--- config.mk ---
export PLATFORM = sky130hd
export DESIGN_NAME = sdCmdCtrl
export DESIGN_NICKNAME = d
export VERILOG_FILES = /design/src/design/sdCmdPkg.sv /design/src/design/sdCrc7.sv /design/src/design/sdBitCounter.sv /design/src/design/sdCmdFsm.sv /design/src/design/sdCmdShifter.sv /design/src/design/sdRespShifter.sv /design/src/design/sdCmdCtrl.sv
export VERILOG_INCLUDE_DIRS = /design/src /design/src/design
export SDC_FILE = /design/constraint.sdc
export NUM_CORES = 1
export LEC_CHECK = 0
export ABC_CLOCK_PERIOD_IN_PS = 4790
export BUFFER_PORTS_ARGS = -buffer_cell sky130_fd_sc_hd__buf_2
export CAP_MARGIN = 15
export CORE_MARGIN = 3
export CORE_UTILIZATION = 25
export CTS_CLUSTER_SIZE = 16
export DETAILED_ROUTE_END_ITERATION = 8
export PLACE_DENSITY = 0.54
export RECOVER_POWER = 25
export SETUP_SLACK_MARGIN = 0.02
export SLEW_MARGIN = 20
export SYNTH_ARGS = -nofsm -noshare
export SYNTH_HDL_FRONTEND = slang
export SYNTH_SLANG_ARGS = --single-unit
--- constraint.sdc ---
create_clock -name clkFast -period 4.79 [get_ports clkFast]
set_clock_uncertainty 0.2 [all_clocks]
set_input_delay 0.2395 -clock clkFast [delete_from_list [all_inputs] [get_ports clkFast]]
set_output_delay 0.2395 -clock clkFast [all_outputs]
set_load 0.01 [all_outputs]
--- src/design/sd_defines.svh ---
// SD command path constants: frame layout, CRC size and response window
`ifndef SD_DEFINES_SVH
`define SD_DEFINES_SVH

// ==============================
// Frame layout
// ==============================

// Command frame and short response share the same length
`define SD_FRAME_BITS 48

// CRC7 sits in frame bits 7 down to 1, end bit is bit 0
`define SD_CRC_BITS 7
`define SD_CRC_FIRST_BIT 7

// ==============================
// Timing
// ==============================

// Cycles spent looking for the response start bit
`define SD_RESP_TIMEOUT 64

// Wide enough for the frame length and the response window
`define SD_COUNT_BITS 7

`endif

--- src/design/sdCmdPkg.sv ---
// SD command path types: field widths, host request and response, FSM states
package sdCmdPkg;

    `include "sd_defines.svh"

    // Field widths with a meaning of their own
    typedef logic [5:0] cmdIndexT;
    typedef logic [31:0] cmdArgT;
    typedef logic [`SD_CRC_BITS-1:0] crc7T;
    typedef logic [`SD_COUNT_BITS-1:0] bitCountT;

    // Host request, taken on cmdReqValid
    typedef struct packed {
        cmdIndexT index;
        cmdArgT argument;
        logic respExpected;
    } cmdReqT;

    // Unpacked response with status flags
    typedef struct packed {
        cmdIndexT index;
        cmdArgT argument;
        logic crcErr;
        logic timeout;
    } cmdRespT;

    // Command sequencing FSM
    typedef enum logic [2:0] {
        IDLE,
        SEND,
        WAIT_START,
        RECV,
        DONE
    } cmdStateT;

endpackage

--- src/design/sdCrc7.sv ---
// Serial CRC7 (x^7 + x^3 + 1) shared by the command and response paths
`timescale 1ns/1ps

module sdCrc7 (
    input  logic              clkFast,
    input  logic              rstN,
    input  logic              clear,
    input  logic              enable,
    input  logic              dataBit,
    output sdCmdPkg::crc7T    crc
);

    logic feedback;

    // Incoming bit against the register MSB
    assign feedback = dataBit ^ crc[6];

    always_ff @(posedge clkFast) begin
        if (!rstN) begin
            crc <= '0;
        end else if (clear) begin
            crc <= '0;
        end else if (enable) begin
            // Taps at x^3 and x^0
            crc <= {crc[5:3], crc[2] ^ feedback, crc[1:0], feedback};
        end
    end

endmodule

--- src/design/sdBitCounter.sv ---
// Loadable down-counter timing frame bits and the response window
`timescale 1ns/1ps

module sdBitCounter (
    input  logic                clkFast,
    input  logic                rstN,
    input  logic                load,
    input  sdCmdPkg::bitCountT  loadValue,
    output logic                done
);

    sdCmdPkg::bitCountT count;

    always_ff @(posedge clkFast) begin
        if (!rstN) begin
            count <= '0;
        end else if (load) begin
            count <= loadValue;
        end else if (count != '0) begin
            // Parks at zero until the next load
            count <= count - 1'b1;
        end
    end

    assign done = (count == '0);

endmodule

--- src/design/sdCmdFsm.sv ---
// Command sequencing FSM: send, wait for start bit, receive, finish and return the credit
`timescale 1ns/1ps

`include "sd_defines.svh"

module sdCmdFsm (
    input  logic                clkFast,
    input  logic                rstN,
    input  logic                cmdReqValid,
    input  logic                respExpected,
    input  logic                sdCmdIn,
    input  logic                countDone,
    input  logic                respReady,
    output logic                countLoad,
    output sdCmdPkg::bitCountT  countValue,
    output logic                txLoad,
    output logic                txShift,
    output logic                rxShift,
    output logic                cmdCredit,
    output logic                respValid,
    output logic                timeout
);

    sdCmdPkg::cmdStateT state;
    sdCmdPkg::cmdStateT stateNext;
    logic respExpReg;
    logic accept;
    logic startSeen;

    assign accept = (state == sdCmdPkg::IDLE) && cmdReqValid;
    assign startSeen = (state == sdCmdPkg::WAIT_START) && !sdCmdIn;

    // ==============================
    // State register
    // ==============================
    always_ff @(posedge clkFast) begin
        if (!rstN) begin
            state <= sdCmdPkg::IDLE;
            respExpReg <= 1'b0;
            timeout <= 1'b0;
        end else begin
            state <= stateNext;
            if (accept) begin
                respExpReg <= respExpected;
                timeout <= 1'b0;
            end else if (state == sdCmdPkg::WAIT_START && sdCmdIn && countDone) begin
                timeout <= 1'b1;
            end
        end
    end

    always_comb begin
        stateNext = state;
        case (state)
            sdCmdPkg::IDLE: begin
                if (cmdReqValid) begin
                    stateNext = sdCmdPkg::SEND;
                end
            end
            sdCmdPkg::SEND: begin
                if (countDone) begin
                    stateNext = respExpReg ? sdCmdPkg::WAIT_START : sdCmdPkg::DONE;
                end
            end
            sdCmdPkg::WAIT_START: begin
                // A start bit wins over an expiring window
                if (!sdCmdIn) begin
                    stateNext = sdCmdPkg::RECV;
                end else if (countDone) begin
                    stateNext = sdCmdPkg::DONE;
                end
            end
            sdCmdPkg::RECV: begin
                if (countDone) begin
                    stateNext = sdCmdPkg::DONE;
                end
            end
            default: begin
                stateNext = sdCmdPkg::IDLE;
            end
        endcase
    end

    // ==============================
    // Counter control
    // ==============================
    assign countLoad = accept
        || (state == sdCmdPkg::SEND && countDone && respExpReg)
        || startSeen;

    always_comb begin
        if (state == sdCmdPkg::IDLE) begin
            countValue = sdCmdPkg::bitCountT'(`SD_FRAME_BITS - 1);
        end else if (state == sdCmdPkg::SEND) begin
            // The zero cycle is sampled too, so one less gives the full window
            countValue = sdCmdPkg::bitCountT'(`SD_RESP_TIMEOUT - 1);
        end else begin
            // Start bit already taken
            countValue = sdCmdPkg::bitCountT'(`SD_FRAME_BITS - 2);
        end
    end

    // Datapath strobes
    assign txLoad = accept;
    assign txShift = (state == sdCmdPkg::SEND);
    assign rxShift = startSeen || (state == sdCmdPkg::RECV);

    // Credit always comes back, response only when one was asked for
    assign cmdCredit = (state == sdCmdPkg::DONE);
    assign respValid = (state == sdCmdPkg::DONE) && respExpReg && (respReady || timeout);

endmodule

--- src/design/sdCmdShifter.sv ---
// Command frame builder: loads the request and shifts the frame out MSB first with CRC7
`timescale 1ns/1ps

`include "sd_defines.svh"

module sdCmdShifter (
    input  logic              clkFast,
    input  logic              rstN,
    input  logic              load,
    input  logic              shift,
    input  sdCmdPkg::cmdReqT  req,
    output logic              sdCmdOut,
    output logic              sdCmdOe
);

    logic [`SD_FRAME_BITS-1:0] frameReg;
    sdCmdPkg::bitCountT txPos;
    sdCmdPkg::crc7T crc;
    logic crcPhase;
    logic crcEnable;
    logic [2:0] crcSel;

    // Start, transmission bit, index, argument, CRC slot, end bit
    always_ff @(posedge clkFast) begin
        if (load) begin
            frameReg <= {1'b0, 1'b1, req.index, req.argument, {`SD_CRC_BITS{1'b0}}, 1'b1};
        end else if (shift) begin
            frameReg <= {frameReg[`SD_FRAME_BITS-2:0], 1'b1};
        end
    end

    // Frame bit number on the line
    always_ff @(posedge clkFast) begin
        if (!rstN) begin
            txPos <= '0;
        end else if (load) begin
            txPos <= sdCmdPkg::bitCountT'(`SD_FRAME_BITS - 1);
        end else if (shift && txPos != '0) begin
            txPos <= txPos - 1'b1;
        end
    end

    // ==============================
    // CRC splice
    // ==============================
    assign crcEnable = shift && (txPos > `SD_CRC_FIRST_BIT);
    assign crcPhase = (txPos <= `SD_CRC_FIRST_BIT) && (txPos != '0);
    assign crcSel = txPos[2:0] - 3'd1;

    sdCrc7 txCrc_i (
        .clkFast (clkFast),
        .rstN    (rstN),
        .clear   (load),
        .enable  (crcEnable),
        .dataBit (frameReg[`SD_FRAME_BITS-1]),
        .crc     (crc)
    );

    // Line idles high whenever not driving
    always_comb begin
        if (!shift) begin
            sdCmdOut = 1'b1;
        end else if (crcPhase) begin
            sdCmdOut = crc[crcSel];
        end else begin
            sdCmdOut = frameReg[`SD_FRAME_BITS-1];
        end
    end

    assign sdCmdOe = shift;

endmodule

--- src/design/sdRespShifter.sv ---
// Response receiver: shifts in 48 bits, checks CRC7 and end bit, unpacks the fields
`timescale 1ns/1ps

`include "sd_defines.svh"

module sdRespShifter (
    input  logic               clkFast,
    input  logic               rstN,
    input  logic               shift,
    input  logic               sdCmdIn,
    input  logic               timeout,
    output logic               respReady,
    output sdCmdPkg::cmdRespT  resp
);

    logic [`SD_FRAME_BITS-1:0] shiftReg;
    sdCmdPkg::bitCountT rxCount;
    sdCmdPkg::crc7T crc;
    logic crcEnable;
    logic lastBit;
    logic crcErrReg;

    assign lastBit = shift && (rxCount == `SD_FRAME_BITS - 1);

    // Start bit through argument go into the CRC
    assign crcEnable = shift && (rxCount < `SD_FRAME_BITS - `SD_CRC_BITS - 1);

    always_ff @(posedge clkFast) begin
        if (shift) begin
            shiftReg <= {shiftReg[`SD_FRAME_BITS-2:0], sdCmdIn};
        end
    end

    // ==============================
    // Bit count and result flag
    // ==============================
    always_ff @(posedge clkFast) begin
        if (!rstN) begin
            rxCount <= '0;
            respReady <= 1'b0;
        end else begin
            respReady <= lastBit;
            if (lastBit) begin
                rxCount <= '0;
            end else if (shift) begin
                rxCount <= rxCount + 1'b1;
            end
        end
    end

    // On the end bit, the register low bits already hold the received CRC
    always_ff @(posedge clkFast) begin
        if (lastBit) begin
            crcErrReg <= (shiftReg[`SD_CRC_FIRST_BIT-1:0] != crc) || !sdCmdIn;
        end
    end

    // Cleared once the result is out, ready for the next response
    sdCrc7 rxCrc_i (
        .clkFast (clkFast),
        .rstN    (rstN),
        .clear   (respReady),
        .enable  (crcEnable),
        .dataBit (sdCmdIn),
        .crc     (crc)
    );

    // Field unpack
    assign resp.index = shiftReg[45:40];
    assign resp.argument = shiftReg[39:8];
    assign resp.crcErr = crcErrReg && !timeout;
    assign resp.timeout = timeout;

endmodule

--- src/design/sdCmdCtrl.sv ---
// SD host command controller: sends a command frame and collects the short response
`timescale 1ns/1ps

module sdCmdCtrl (
    input  logic               clkFast,
    input  logic               rstN,
    input  logic               cmdReqValid,
    input  sdCmdPkg::cmdReqT   cmdReq,
    input  logic               sdCmdIn,
    output logic               cmdCredit,
    output logic               respValid,
    output sdCmdPkg::cmdRespT  resp,
    output logic               sdCmdOut,
    output logic               sdCmdOe
);

    logic countLoad;
    logic countDone;
    sdCmdPkg::bitCountT countValue;
    logic txLoad;
    logic txShift;
    logic rxShift;
    logic respReady;
    logic timeout;

    // ==============================
    // Control
    // ==============================
    sdCmdFsm fsm_i (
        .clkFast      (clkFast),
        .rstN         (rstN),
        .cmdReqValid  (cmdReqValid),
        .respExpected (cmdReq.respExpected),
        .sdCmdIn      (sdCmdIn),
        .countDone    (countDone),
        .respReady    (respReady),
        .countLoad    (countLoad),
        .countValue   (countValue),
        .txLoad       (txLoad),
        .txShift      (txShift),
        .rxShift      (rxShift),
        .cmdCredit    (cmdCredit),
        .respValid    (respValid),
        .timeout      (timeout)
    );

    sdBitCounter counter_i (
        .clkFast   (clkFast),
        .rstN      (rstN),
        .load      (countLoad),
        .loadValue (countValue),
        .done      (countDone)
    );

    // ==============================
    // Datapath
    // ==============================
    sdCmdShifter cmdShifter_i (
        .clkFast  (clkFast),
        .rstN     (rstN),
        .load     (txLoad),
        .shift    (txShift),
        .req      (cmdReq),
        .sdCmdOut (sdCmdOut),
        .sdCmdOe  (sdCmdOe)
    );

    sdRespShifter respShifter_i (
        .clkFast   (clkFast),
        .rstN      (rstN),
        .shift     (rxShift),
        .sdCmdIn   (sdCmdIn),
        .timeout   (timeout),
        .respReady (respReady),
        .resp      (resp)
    );

endmodule

==> Word level (Yosys, flattened, before mapping) <==
Cells that the tools add are included.
{ "totals": {"elab_cells": 85, "output_inout_bits": 44, "reg_bits": 135} }
{ "op_classes": {"eq_ne": 8, "add_sub_neg": 4, "mux": 18, "reduce_logical": 32, "bitwise_logic": 5, "n_lt_le_gt_ge": 4} }
{ "op_table": {"columns": ["cell", "n"], "rows": [
  ["46-bit 2-to-1 mux", 2],
  ["7-bit 2-to-1 mux", 3],
  ["3-bit 2-to-1 mux", 5],
  ["1-bit logical AND", 14],
  ["7-bit nonzero test", 2],
  ["7-bit by 1-bit subtractor with 7-bit output, second input constant", 2],
  ["6-bit 2-to-1 mux", 2],
  ["3-bit one-hot mux with 4 select lines", 1],
  ["7-bit by 1-bit adder with 7-bit output, second input constant", 1],
  ["7-bit by 6-bit equality test with 1-bit output, second input constant", 1],
  ["7-bit by 3-bit greater-than comparator with 1-bit output, second input constant", 1],
  ["7-bit by 3-bit less-or-equal comparator with 1-bit output, second input constant", 1],
  ["7-bit logical NOT", 1],
  ["7-bit by 6-bit < comparator with 1-bit output, second input constant", 1],
  ["7-bit inequality test", 1],
  ["3-bit by 2-bit equality test with 1-bit output, second input constant", 2],
  ["2-bit nonzero test", 3],
  ["2-bit OR reduction", 3],
  ["1-bit logical OR", 5],
  ["5-bit 2-to-1 mux", 1],
  ["3-bit by 4-bit < comparator with 1-bit output, second input constant", 1],
  ["2-bit inequality test, second input constant", 2],
  ["1-bit bitwise XOR", 4],
  ["1-bit binary-select mux with 3-bit select", 1],
  ["8 further kinds", 11]
]} }

==> Logic depth before layout (Yosys ltp) <==
{ "logic_depth": {"depth_word": 6, "mapped_depth": 8, "mapped_depth_nobuf": 7} }

==> Cells and area by module <==
From an unflattened synthesis, not the netlist that was laid out.
{ "hier_totals": {"hier_cells": 459, "hier_area_um2": 5858.1} }
{ "by_module_without_submodules": {"columns": ["module", "seq_area_each_um2", "n_inst", "cells_per_inst", "area_each_um2"], "rows": [
  ["sdCmdShifter", 1461.4, 1, 178, 2348.5],
  ["sdRespShifter", 1571.5, 1, 135, 2138.3],
  ["sdCrc7", 140.1, 2, 28, 286.5],
  ["sdBitCounter", 140.1, 1, 44, 411.6],
  ["sdCmdFsm", 100.1, 1, 46, 386.6]
]} }

==> Least setup slack after synthesis <==
Ideal clock, no wire load.
{ "synth_timing": {"path_type": "register to register", "from": "reg fsm_i.state[2]", "to": "reg respShifter_i.rxCount[2]", "setup_ns": 0.115, "required_ns": 4.475, "period_less_slack_ns": 3.599, "path_stages_with_launch": 7, "n_path_buf": 1, "arrival_time_ns": 3.284, "path_slack_ns": 1.191, "cell_sequence": "dfxtp_1 > buf_2 > nand2b_1 > nor2_1 > nand2_1 > xnor2_1 > and2_1"} }
{ "synth_via": {"elab_chain_len": 5, "word_cells_on_any_way": 6} }
{ "synth_lines": {"columns": ["element", "line_no", "text"], "rows": [
  ["start: declaration", "sdCmdFsm.sv:24", "sdCmdPkg::cmdStateT state;"],
  ["start signal: assignment", "sdCmdFsm.sv:38", "state <= sdCmdPkg::IDLE;"],
  ["start signal: assignment", "sdCmdFsm.sv:42", "state <= stateNext;"],
  ["3-bit by 2-bit equality test with 1-bit output", "sdCmdFsm.sv:31", "assign startSeen = (state == sdCmdPkg::WAIT_START) && !sdCmdIn;"],
  ["1-bit logical AND", "sdCmdFsm.sv:31", null],
  ["1-bit logical OR (*)", "sdCmdFsm.sv:106", "assign rxShift = startSeen || (state == sdCmdPkg::RECV);"],
  ["net fsm_i.rxShift", "sdCmdFsm.sv:18", "output logic rxShift,"],
  ["1-bit logical AND", "sdRespShifter.sv:23", "assign lastBit = shift && (rxCount == `SD_FRAME_BITS - 1);"],
  ["2-bit OR reduction (no source line)", null, null],
  ["end signal: assignment", "sdRespShifter.sv:46", "rxCount <= rxCount + 1'b1;"],
  ["end: declaration", "sdRespShifter.sv:17", "sdCmdPkg::bitCountT rxCount;"]
]} }
Mark *: on every way through the listed nets, which the timed path passes. The rest lies on a longest branch.
A chain may end at the register's enable or synchronous reset.

==> Final worst setup path <==
{ "layout_timing": {"from": "reg fsm_i.state[0]", "to": "out sdCmdOe"} }
{ "layout_via": {"elab_chain_len": 1} }
{ "layout_lines": {"columns": ["element", "line_no", "text"], "rows": [
  ["3-bit by 1-bit equality test with 1-bit output", "sdCmdFsm.sv:105", "assign txShift = (state == sdCmdPkg::SEND);"],
  ["end: declaration", "sdCmdCtrl.sv:14", "output logic sdCmdOe"]
]} }
Every way passes these cells.

==> impl_results.md <==
* Status: finished, final reports clean
* Clock Latency Late Sink at 0.41 ns
* #FFs+latches synth at 135
* Data arrival time of the critical path at 2.66 ns
* Top Layer Used: met4
* Required @ worst endpoint at 4.35 ns
* Final-stage net count at 588
* R2r worst-path depth at 6
* DR WL/cell at 13.3 um
* Initial Util at 25.6%
* P_leak at 2.64 nW
* Adder and majority gate portion of the synthesized area at 1.33%
* Crit share post-route at 64.7%
* Core area at 0.0220 sq mm
* CTS clock-pin slew for the worst setup and hold paths at 0.06 ns
* # diodes at 0
* Final core occ at 32.2%
* Compound-gate portion of the synthesized area at 11.3%
* Sequential share of the synthesized area at 63.0%
* Cells after synthesis at 449
* Total CTS buffers at 17
* Max Fclk at 323 MHz
* Kind of start point of the critical path: register
* PortBufs at 86
* Setup TNS at 0 ns
* Post-synth cell types at 48
* Remaining antenna violation count after routing at 0
* CP max FO at 50
* Most frequent cells in the layout: edfxtp_1, buf_2, dfxtp_1
* TritonCTS clock tree: yes
* Combinational family with the most area after synthesis: compound AO/OA/AOI/OAI gates
* Chip Width at 156 um
* Critical path class: reg -> out
* FILL cells at 2194
* Final WL at 11.0 mm
* Chip height at 156 um
* Warnings from Yosys at 0
* Global-route wire length before repair at 17.8 mm
* Placer congestion estimate at 0.730
* Most common cell after layout, fill and taps aside: edfxtp_1
* Hold Crit Depth at 3
* Synth Area in Simple Gates at 9.76%
* Final setup vio count at 0
* Area of the multi-input gates at 0.00169 sq mm
* Top_reg_cell synth: edfxtp_1
* Total die area at 0.0244 sq mm
* Layout area overhead at 25.7%
* Final global-route overflow total at 0
* Worst-margin pin slew at 1.02 ns
* CTS resizes at 0
* Power per cell area at 443 mW/mm^2
* Final hold viol count at 0
* Layout cells sized above 1 at 19.7%
* Deepest clock path buffer count at 2
* Vias in the first global route at 3537
* Mapped Nets at 498
* Setup crit end kind: primary output
* Met2 wire len at 5.11 mm
* First DRT Iteration DRCs at 220
* # rows at 54
* Metal-1 WL at 5.21 mm
* Final Critical Period at 3.10 ns
* Cell Area, Synth at 0.00564 sq mm
* Largest net degree at the start of global routing at 53
* First-pass DRT Iterations at 5
* Avg Inst Size Synth at 12.6 sq um
* Initial antenna violation count at 0
* H-Tree Depth at 4
* Relative slew slack at 32.0%
* Routed vias at 3639
* Metal3 WL at 597 um
* Remaining DRCs at 0
* Setup repair after global routing missed its margin: no
* Pins Over Slew Limit at 0
* Post-synth EDFFs at 85
* Max_cap viols at 0
* Root Driver: clkbuf_16
* Ys async rst share at 0%
* VDD IR max at 226 uV
* HP Class: in -> reg
* Register area at 0.00355 sq mm
* Post-synthesis mux area share at 3.39%
* Num ports at 87
* DP HPWL at 7.07 mm
* XOR/XNOR Fraction of Synth Area at 3.73%
* Clock sink count at 135
* DR vias/cell at 4.37
* Gr usage total at 9.09%
-- state kept, by name (all words and copies together), names as in the netlist --
register and count:
fsm_i.respExpReg 1, respShifter_i.shiftReg 46, cmdShifter_i.txPos 7, counter_i.count 7
respShifter_i.rxCount 7, cmdShifter_i.frameReg 47, respShifter_i.respReady 1, respShifter_i.crcErrReg 1
fsm_i.timeout 1, respShifter_i.rxCrc_i.crc 7, cmdShifter_i.txCrc_i.crc 7, fsm_i.state 3
-- synthesized netlist by cell type (2+ instances only) --
library cell  number  area share [%]
a21boi_0           2            0.27
ha_1               6             1.3
nor2_1            41             2.7
clkbuf_1          14            0.93
dfxtp_1           50              18
nor4_1             3            0.33
a2111oi_2          2            0.53
xnor2_1           12             1.9
nand2b_1           3            0.33
a22o_1            38             5.9
nor2b_1            4            0.44
buf_2              4            0.35
buf_4             39             5.2
and3_1             3            0.33
nand3_1            8            0.71
mux2i_1           18             3.2
and2_1             3            0.33
edfxtp_1          85              45
inv_1              8            0.53
a211oi_1           3            0.40
xor2_1            12             1.9
buf_6              2            0.40
nor3_1             7            0.62
nand2_1           32             2.1
nand3b_1           2            0.27
nand4_1            2            0.22
o21a_1             4            0.53
o21ai_0            4            0.35
a21oi_1           19             1.7
-- cell type report --
cell class	instances	area share (%)
multi-input combinational	246	23.8
timing repair buffer	130	11.8
inverter	9	0.476
tap	280	4.94
sequential	135	50.1
clock inverter	14	2.79
clock buffer	18	6.05
-- where the power goes --
group | internal [mW] | switching, mW
Sequential | 1.35 | 0.0563
Combinational | 0.164 | 0.196
Clock | 0.877 | 0.505
-- worst paths after layout --
path,start,endpoint,slack (ns)
max,fsm_i.state[0]$_SDFFE_PN0P_,sdCmdOe,1.69
min,cmdReqValid,cmdShifter_i.frameReg[46]$_SDFFE_PP1P_,0.08
max reg2reg,fsm_i.state[0]$_SDFFE_PN0P_,counter_i.count[1]$_SDFFE_PN0P_,1.92
min reg2reg,respShifter_i.shiftReg[7]$_DFFE_PP_,respShifter_i.shiftReg[8]$_DFFE_PP_,0.23
-- cell families (layout without fill, tap and decap cells) --
kind of cell	after synthesis	in the layout
flip-flops	135	135
AND/OR/NAND/NOR	115	115
AO/OA/AOI/OAI	82	82
buffers and inverters	68	171
XOR/XNOR	24	24
multiplexers	19	19
adder cells (fa/ha/maj)	6	6
-- metal layers --
| metal | global-route usage, % | up-vias |
|---|---|---|
| met4 | 2.83 | 0 |
| met1 | 11.7 | 1755 |
| met5 | 0 | - |
| met2 | 14.6 | 101 |
| met3 | 3.01 | 11 |
| li1 | - | 1772 |
-- critical path, stage by stage, from the launching register on --
cell,delay (ns)
dfxtp_1,0.57
or3b_1,0.67
inv_2,0.72
buf_2,0.26
-- per-stage QoR --
step	total power [mW]	hold WS [ns]	cells	setup slack (ns)	instance area, sq um
6_report	3.14	0.0757	832	1.69	7090
3_5_place_dp	1.76	0.215	759	1.91	6080
3_3_place_gp	1.75	0.207	759	1.99	6080
2_1_floorplan	1.67	0.138	449	1.19	5640
4_1_cts	3.19	0.0601	832	1.65	7120
5_1_grt	3.29	0.0871	832	1.49	7090
-- repair_timing --
item | in CTS | in global routing
buffers inserted | 0 | 0
hold endpoints to repair | 46 | 0
hold buffers | 41 | 0
Note: power is estimated with default switching activity, not from simulation.
